[src/hw/int_res_macros.svh]
`ifndef INT_RES_MACROS_SVH
`define INT_RES_MACROS_SVH

// Storage word and double-width format
`define INT_RES_WORD_W 15
`define INT_RES_DW_FRAC 20

// Compute datapath format
`define INT_RES_COMP_W 32
`define INT_RES_COMP_FRAC 20

// Bank organisation
`define INT_RES_BANK_DEPTH 16
`define INT_RES_BANKS 4
`define INT_RES_ADDR_W 6
`define INT_RES_OFS_W 4

`endif
[src/hw/int_res_pkg.sv]
`include "int_res_macros.svh"

package int_res_pkg;

    typedef logic [`INT_RES_WORD_W-1:0] int_res_word_t;
    typedef logic [`INT_RES_COMP_W-1:0] int_res_comp_t;

    typedef enum logic {
        single_width,
        double_width
    } int_res_width_e;

    // Number in the name is integer bits, sign included
    typedef enum logic [2:0] {
        fmt_sw_1,
        fmt_sw_2,
        fmt_sw_4,
        fmt_sw_5,
        fmt_sw_6,
        fmt_dw
    } int_res_fmt_e;

    typedef enum logic {
        msh,
        lsh
    } int_res_half_e;

    typedef struct packed {
        logic                       en;
        logic [`INT_RES_ADDR_W-1:0] addr;
        int_res_width_e             width;
        int_res_fmt_e               fmt;
    } int_res_rd_req_t;

    typedef struct packed {
        logic                       en;
        logic [`INT_RES_ADDR_W-1:0] addr;
        int_res_width_e             width;
        int_res_fmt_e               fmt;
        int_res_comp_t              data;
    } int_res_wr_req_t;

    typedef struct packed {
        logic [`INT_RES_BANKS-1:0]                  en_mask;
        logic [`INT_RES_ADDR_W-`INT_RES_OFS_W-1:0] idx;
        logic [`INT_RES_OFS_W-1:0]                  ofs;
    } int_res_bank_sel_t;

    // Integer bits of a single-width format; unlisted codes behave as 5
    function automatic int fmt_int_bits(input int_res_fmt_e fmt);
        case (fmt)
            fmt_sw_1: return 1;
            fmt_sw_2: return 2;
            fmt_sw_4: return 4;
            fmt_sw_6: return 6;
            default:  return 5;
        endcase
    endfunction

endpackage

[src/hw/int_res_mem.sv]
`timescale 1ns/10ps
`include "int_res_macros.svh"

module int_res_mem (
    input  logic                         clk,
    input  logic                         rst_n,
    input  int_res_pkg::int_res_wr_req_t wr_req,
    input  int_res_pkg::int_res_rd_req_t rd_req,
    output int_res_pkg::int_res_comp_t   rd_data,
    output logic                         rd_valid
);

    int_res_pkg::int_res_bank_sel_t wr_sel;
    int_res_pkg::int_res_bank_sel_t rd_sel;

    int_res_pkg::int_res_word_t bank_wdata [`INT_RES_BANKS];
    int_res_pkg::int_res_word_t bank_rword [`INT_RES_BANKS];

    int_res_bank_map u_wr_map (
        .addr  (wr_req.addr),
        .en    (wr_req.en),
        .width (wr_req.width),
        .sel   (wr_sel)
    );

    int_res_bank_map u_rd_map (
        .addr  (rd_req.addr),
        .en    (rd_req.en),
        .width (rd_req.width),
        .sel   (rd_sel)
    );

    int_res_write_pack u_write_pack (
        .req        (wr_req),
        .sel        (wr_sel),
        .bank_wdata (bank_wdata)
    );

    int_res_read_unpack u_read_unpack (
        .clk        (clk),
        .rst_n      (rst_n),
        .req        (rd_req),
        .sel        (rd_sel),
        .bank_rword (bank_rword),
        .data       (rd_data),
        .valid      (rd_valid)
    );

    // Both sides share one offset per side across all banks
    for (genvar b = 0; b < `INT_RES_BANKS; b++) begin : g_bank
        int_res_bank u_bank (
            .clk     (clk),
            .rd_en   (rd_sel.en_mask[b]),
            .rd_ofs  (rd_sel.ofs),
            .wr_en   (wr_sel.en_mask[b]),
            .wr_ofs  (wr_sel.ofs),
            .wr_data (bank_wdata[b]),
            .rd_word (bank_rword[b])
        );
    end

endmodule

[src/hw/int_res_read_unpack.sv]
`timescale 1ns/10ps
`include "int_res_macros.svh"

module int_res_read_unpack (
    input  logic                           clk,
    input  logic                           rst_n,
    input  int_res_pkg::int_res_rd_req_t   req,
    input  int_res_pkg::int_res_bank_sel_t sel,
    input  int_res_pkg::int_res_word_t     bank_rword [`INT_RES_BANKS],
    output int_res_pkg::int_res_comp_t     data,
    output logic                           valid
);

    localparam int W = `INT_RES_WORD_W;

    logic                                      en_q;
    logic [`INT_RES_ADDR_W-`INT_RES_OFS_W-1:0] idx_q;
    int_res_pkg::int_res_width_e               width_q;
    int_res_pkg::int_res_fmt_e                 fmt_q;

    int_res_pkg::int_res_word_t msh_word;
    int_res_pkg::int_res_word_t lsh_word;
    int_res_pkg::int_res_word_t sw_word;

    always_ff @(posedge clk) begin
        if (!rst_n) begin
            en_q <= 1'b0;
        end else begin
            en_q <= req.en;
        end
    end

    // Selection of the request in flight
    always_ff @(posedge clk) begin
        if (req.en) begin
            idx_q   <= sel.idx;
            width_q <= req.width;
            fmt_q   <= req.fmt;
        end
    end

    assign valid = en_q;

    // Pair banks are {half, parity}
    assign msh_word = bank_rword[{int_res_pkg::msh, idx_q[0]}];
    assign lsh_word = bank_rword[{int_res_pkg::lsh, idx_q[0]}];
    assign sw_word  = bank_rword[idx_q];

    always_comb begin
        int k;
        k = int_res_pkg::fmt_int_bits(fmt_q);
        if (width_q == int_res_pkg::double_width) begin
            data = int_res_pkg::int_res_comp_t'($signed({msh_word, lsh_word}))
                   << (`INT_RES_COMP_FRAC - `INT_RES_DW_FRAC);
        end else begin
            // Stored word carries W-k fraction bits
            data = int_res_pkg::int_res_comp_t'($signed(sw_word))
                   << (`INT_RES_COMP_FRAC - (W - k));
        end
    end

endmodule

[src/hw/int_res_write_pack.sv]
`timescale 1ns/10ps
`include "int_res_macros.svh"

module int_res_write_pack (
    input  int_res_pkg::int_res_wr_req_t   req,
    input  int_res_pkg::int_res_bank_sel_t sel,
    output int_res_pkg::int_res_word_t     bank_wdata [`INT_RES_BANKS]
);

    localparam int W    = `INT_RES_WORD_W;
    localparam int DW_W = 2 * `INT_RES_WORD_W;

    // Top bit of the double-width magnitude field in compute format
    localparam int DW_TOP = `INT_RES_COMP_FRAC + (DW_W - `INT_RES_DW_FRAC) - 2;

    logic [DW_W-1:0]            dw_word;
    int_res_pkg::int_res_word_t sw_word;

    function automatic int_res_pkg::int_res_word_t dw_half(
        input logic [DW_W-1:0]         dw,
        input int_res_pkg::int_res_half_e half
    );
        if (half == int_res_pkg::msh) begin
            return dw[DW_W-1 -: W];
        end
        return dw[W-1:0];
    endfunction

    // Truncate low bits, drop high bits, keep the sign
    always_comb begin
        int k;
        k = int_res_pkg::fmt_int_bits(req.fmt);
        sw_word = {req.data[`INT_RES_COMP_W-1], req.data[`INT_RES_COMP_FRAC + k - 2 -: W-1]};
        dw_word = {req.data[`INT_RES_COMP_W-1], req.data[DW_TOP -: DW_W-1]};
    end

    always_comb begin
        int_res_pkg::int_res_half_e half;
        for (int b = 0; b < `INT_RES_BANKS; b++) begin
            // Lower bank numbers hold the MSH
            half = (b < `INT_RES_BANKS / 2) ? int_res_pkg::msh : int_res_pkg::lsh;
            if (!sel.en_mask[b]) begin
                bank_wdata[b] = '0;
            end else if (req.width == int_res_pkg::double_width) begin
                bank_wdata[b] = dw_half(dw_word, half);
            end else begin
                bank_wdata[b] = sw_word;
            end
        end
    end

endmodule

[src/hw/int_res_bank_map.sv]
`timescale 1ns/10ps
`include "int_res_macros.svh"

module int_res_bank_map (
    input  logic [`INT_RES_ADDR_W-1:0]      addr,
    input  logic                            en,
    input  int_res_pkg::int_res_width_e     width,
    output int_res_pkg::int_res_bank_sel_t  sel
);

    always_comb begin
        sel = '0;

        // Upper address bits pick the bank
        sel.idx = addr[`INT_RES_ADDR_W-1:`INT_RES_OFS_W];
        sel.ofs = addr[`INT_RES_OFS_W-1:0];

        // Double width pairs 0/2 or 1/3, picked by bank parity
        for (int b = 0; b < `INT_RES_BANKS; b++) begin
            if (width == int_res_pkg::double_width) begin
                sel.en_mask[b] = en && ((b % 2) == int'(sel.idx[0]));
            end else begin
                sel.en_mask[b] = en && (b == int'(sel.idx));
            end
        end
    end

endmodule

[src/hw/int_res_bank.sv]
`timescale 1ns/10ps
`include "int_res_macros.svh"

module int_res_bank (
    input  logic                       clk,
    input  logic                       rd_en,
    input  logic [`INT_RES_OFS_W-1:0]  rd_ofs,
    input  logic                       wr_en,
    input  logic [`INT_RES_OFS_W-1:0]  wr_ofs,
    input  int_res_pkg::int_res_word_t wr_data,
    output int_res_pkg::int_res_word_t rd_word
);

    int_res_pkg::int_res_word_t mem [`INT_RES_BANK_DEPTH];

    // Single port, a write owns the port for the cycle
    always_ff @(posedge clk) begin
        if (wr_en) begin
            mem[wr_ofs] <= wr_data;
        end else if (rd_en) begin
            rd_word <= mem[rd_ofs];
        end
    end

endmodule

[config.mk]
export PLATFORM = sky130hd
export DESIGN_NAME = int_res_mem
export DESIGN_NICKNAME = d
export VERILOG_FILES = /design/src/hw/int_res_pkg.sv /design/src/hw/int_res_mem.sv /design/src/hw/int_res_read_unpack.sv /design/src/hw/int_res_write_pack.sv /design/src/hw/int_res_bank_map.sv /design/src/hw/int_res_bank.sv
export VERILOG_INCLUDE_DIRS = /design/src /design/src/hw
export SDC_FILE = /design/constraint.sdc
export NUM_CORES = 1
export LEC_CHECK = 0
export BUFFER_PORTS_ARGS = -buffer_cell sky130_fd_sc_hd__buf_2
export CAP_MARGIN = 10
export CORE_MARGIN = 2
export CORE_UTILIZATION = 45
export DETAILED_ROUTE_END_ITERATION = 8
export PLACE_DENSITY = 0.71
export REMOVE_ABC_BUFFERS = 1
export SYNTH_ARGS = -nofsm -noshare
export SYNTH_HDL_FRONTEND = slang
export SYNTH_HIERARCHICAL = 1
export SYNTH_SLANG_ARGS = --single-unit
[constraint.sdc]
create_clock -name clk -period 4.54 [get_ports clk]
set_clock_uncertainty 0.15 [all_clocks]
set_input_delay 0.908 -clock clk [delete_from_list [all_inputs] [get_ports clk]]
set_output_delay 0.908 -clock clk [all_outputs]
set_load 0.01 [all_outputs]
* Word level (Yosys, flattened, before mapping)
Memory sizes are Yosys's and may differ from the RTL's. A register that Yosys moved wholly into a read port is not among the register bits. Cells that the tools add are included. Widths: inputs -> output; s select.
Storage, ports and cells: bits in registers 7, bits in writable memories 960, input port bits 56, output and inout port bits 33, logic and storage cells 98, memories kept 4
Operators by class: add/subtract/negate cells 4, order comparisons 3, eq/ne operators 12, shift operators 2, mux-type cells 40, bitwise gates (word level) 9, reduce and logical (&&, ||, !) cells 20
Memories:
- g_bank[0].u_bank.mem | depth 16, width 15, rd ports 1, clocked after Yosys merged registers in 1, write ports 1, line int_res_bank.sv:14 | int_res_pkg::int_res_word_t mem [`INT_RES_BANK_DEPTH];
- g_bank[1].u_bank.mem | depth 16, width 15, rd ports 1, clocked after Yosys merged registers in 1, write ports 1, line int_res_bank.sv:14
- g_bank[2].u_bank.mem | depth 16, width 15, rd ports 1, clocked after Yosys merged registers in 1, write ports 1, line int_res_bank.sv:14
- g_bank[3].u_bank.mem | depth 16, width 15, rd ports 1, clocked after Yosys merged registers in 1, write ports 1, line int_res_bank.sv:14
Operators by type and width (number):
- $mux 15 | 15
- $bmux 15 s2 | 3
- $shiftx 45x32->14 | 1
- $mux 32 | 1
- $shl 32x32->32 | 1
- $sub 32x3->32 const B | 1
- $sub 6x32->32 const A | 1
- $pmux 3 s4 | 2
- $mux 1 | 19
- $logic_and 1x1->1 | 12
- $ge 3x3->1 const B | 3
- $eq 2x2->1 const A | 4
- $reduce_and 2->1 | 4
- $add 5x3->6 const A | 1
- $eq 3x1->1 const B | 2
- $eq 3x2->1 const B | 2
- $eq 3x3->1 const B | 2
- $logic_not 3->1 | 2
- $not 1->1 | 6
- $not 2->3 | 2
- $sub 4x3->5 const A | 1
- $eq 1x2->1 const A | 2
- $logic_not 2->1 | 2
- $not 1->3 | 1

* Logic depth before layout (Yosys ltp)
depth after elaboration 7, mapped depth 15, gate-level depth less buffers 10

* Modules after synthesis
The synthesis kept the hierarchy.
Modules (own cells, without submodules):
- int_res_bank | times used 4, cells an instance 407, area each 9603.0 µm², sequential area each 7657.3 µm²
- int_res_write_pack | times used 1, cells an instance 390, area each 2526.2 µm², sequential area each 0.0 µm²
- int_res_read_unpack | times used 1, cells an instance 248, area each 2280.9 µm², sequential area each 200.2 µm²
- int_res_bank_map | times used 2, cells an instance 14, area each 80.1 µm², sequential area each 0.0 µm²

* Worst setup path before layout
Ideal clock, no wire load.
path type register -> output, from register u_read_unpack.fmt_q[1], to output port rd_data[15], data arrival time 3.318 ns, data required time 3.482 ns, setup slack 0.164 ns, stages on the path, launching flop included 14, buffers on the path 5, path through edfxtp_1 > buf_2 > o21ai_1 > o21a_1 > buf_4 > inv_2 > buf_2 > ha_1 > clkbuf_1 > o21a_1 > nor2_1 > buf_2 > mux4_2 > a221oi_1
On the way: word-level cells in the longest chain between the ends 6, elaborated cells between the ends (all ways) 9, those cells by class add/sub (2); eq/ne (3); shift (1); mux (2); reduce/logical (1)
RTL lines:
- from (decl) | line int_res_read_unpack.sv:19 | int_res_pkg::int_res_fmt_e fmt_q;
- from (signal assigned) | line int_res_read_unpack.sv:38 | fmt_q <= req.fmt;
- $eq 3x3->1 (tied with other cells) | line int_res_pkg.sv:51 | case (fmt)
- $pmux 3 s4 (*) | line int_res_pkg.sv:51
- $sub 4x3->5 (*) | line int_res_read_unpack.sv:58 | << (`INT_RES_COMP_FRAC - (W - k));
- $sub 6x32->32 (no line) (*)
- $shl 32x32->32 (*) | line int_res_read_unpack.sv:57 | data = int_res_pkg::int_res_comp_t'($signed(sw_word))
- $mux 32 (*) | line int_res_read_unpack.sv:52 | if (width_q == int_res_pkg::double_width) begin
- to (decl) | line int_res_mem.sv:9 | output int_res_pkg::int_res_comp_t rd_data,
Mark *: on every way between the ends. The rest lies on a longest branch, timed or not.

* Final worst setup path
from register u_read_unpack.fmt_q[1], to output port rd_data[14]
Same word-level chain as after synthesis.

==> out/metrics.yaml <==
status: "completed"
arrival_ps: 3450
die_y_um: 314
syn_to_final_growth_pct: 14.3
hold_violations: 0
p_int_w: 0.0158
postRouteAntennaNets: 0
vias: 24319
clockBufferDepth: 3
grt_util_met2_pct: 36.8
io_pins: 89
setup-tns-final_ps: 0
p_per_area_nw_per_um2: 411
first_pass_iters: 5
combPwrFrac_pct: 8.9
rr_worst_depth: 3
synth_area_sq_um: 43400
grt_max_degree: 65
synth.avg_cell_area_sq_um: 18.9
place_congestion: 0.973
fmax_mhz: 222
finalNonFillerCells: 3888
initial_core_util_pct: 45.5
switching_share_pct: 22.5
drive_gt1_share_pct: 26.5
die_w_um: 314
antenna_found_initial: 24
gr-total-overflow: 0
dp.cells: 3685
drt_iter0_markers: 3264
irDropWorstVdd_uv: 287
coreArea_sq_um: 95300
period_share_pct: 99.2
port_buffers: 88
grt.total_usage_pct: 23.6
hold_path_class: "in2reg"
finalSetupViolCount: 0
grt_pass1_wl_mm: 167
fillCellCount: 7418
clkLatencyLatePin_ps: 670
path_clk_slew_ps: 70
grt-busiest-layer: "met2"
path_cells: "o21ai_2 > o21a_1 > inv_2 > ha_4 > nor3_1 > nor2_1 > buf_6 > mux2i_1 > mux4_2 > a22o_1 > a31oi_2 > buf_2"
nets: 2599
whs_path_depth: 2
relSlewSlack_pct: 17.9
numClockSinks: 1027
grt_pass1_vias: 23867
maxSlewViolCount: 0
yosys_warnings: 6
holdWs_ps: 294
clkPwrFrac_pct: 39.1
hold_buffers: 0
dieArea_sq_um: 98900
maxCapViolCount: 0
path_class: "reg2out"
syn-instance-count: 2292
grtUsageMet1_pct: 33.7
max_stage_delay_ps: 480
viasPerCell: 6.25
finalCriticalPeriod_ps: 4510
worst_pin_slew_ps: 1230
use_met3_pct: 5.42
drt_wl_total_mm: 117
rows: 113
critPathRequiredTime_ps: 3480
critPathCaptureType: "primary output"
cts_root_buf: "clkbuf_16"
p_sw_w: 0.00459
cts_tree: "done"
p_total_w: 0.0204
h-tree-depth: 3
worst_path_max_delay_cell: "mux4_2"
crit_fanout: 11
p_leak_nw: 14.2
cts_inserted_buffers: 100
pwr-share-seq_pct: 52.0
critPathLaunchType: "flip-flop"
final_common_cell: "edfxtp_1"
dp_hpwl_mm: 75.3
postLayoutCoreUtil_pct: 52.0
final_cell_mix: "edfxtp_1 (1026), mux4_2 (200), buf_4 (193)"
route.detailed.drc: 0
routedWlPerCell_um: 30.1
## critical path, delay by kind of cell (launching register included)
| kind | cells | cell delay [ps] |
|---|---|---|
| multiplexers | 2 | 610 |
| buffers and inverters | 3 | 390 |
| AND/OR/NAND/NOR | 2 | 320 |
| flip-flops | 1 | 460 |
| adder cells (fa/ha/maj) | 1 | 160 |
| AO/OA/AOI/OAI | 4 | 820 |
## sequential cells by signal, summed over array words and instances, names as in the netlist
| register | count |
|---|---|
| u_read_unpack/idx_q | 2 |
| g_bank.u_bank/mem | 960 |
| g_bank.u_bank/rd_word | 60 |
| u_read_unpack/fmt_q | 3 |
| u_read_unpack/valid | 1 |
| u_read_unpack/width_q | 1 |
## per-stage QoR
step	area (sq um)	worst slack, ps
floorplan	42500	-275
global placement	46200	412
detailed placement	46200	398
CTS	49400	16.8
global route	49500	-3.70
finish	49600	34.3
## power by group through the flow
stage          Combinational (W)  Clock, W  Sequential [W]
3_3_place_gp             0.00171         0          0.0108
3_5_place_dp             0.00173         0          0.0108
6_report                 0.00180   0.00797          0.0106
4_1_cts                  0.00174   0.00809          0.0106
5_1_grt                  0.00190   0.00846          0.0106
2_1_floorplan           0.000881         0          0.0108
## worst paths after layout
check	start	endpoint	slack [ps]
hold reg to reg	g_bank[1].u_bank/mem[15][8]$_DFFE_PP_	g_bank[1].u_bank/rd_word[8]$_DFFE_PP_	620
hold / removal	rst_n	u_read_unpack/valid$_SDFF_PN0_	290
setup reg to reg	g_bank[2].u_bank/mem[1][12]$_DFFE_PP_	g_bank[2].u_bank/rd_word[12]$_DFFE_PP_	2630
setup / recovery	u_read_unpack/fmt_q[1]$_DFFE_PP_	rd_data[14]	30
## routing by layer
metal / up-vias / wire length [um]
met2: 1262 / 54400
met3: 190 / 11900
met1: 12762 / 47500
li1: 10087 / -
met5: - / 117
met4: 18 / 3010
## layout make-up
type	instances	area [sq um]	area share (%)
antenna	7	17.5	0.0353
clock buffer	122	2580	5.22
clock inverter	55	572	1.15
inverter	20	75.1	0.151
multi-input combinational	1096	11700	23.6
sequential	1027	30800	62.2
tap	1265	1580	3.19
timing repair buffer	296	2180	4.40
## timing repair
| item | CTS | global route |
|---|---|---|
| pin swaps | 0 | 2 |
| gates resized for setup | 3 | 9 |
| setup buffers | 4 | 11 |
| cloned | 0 | 2 |
| endpoints found under the hold margin | 0 | 0 |
| endpoints found under the setup margin | 7 | 14 |
Power figures use the tool's default switching activity.
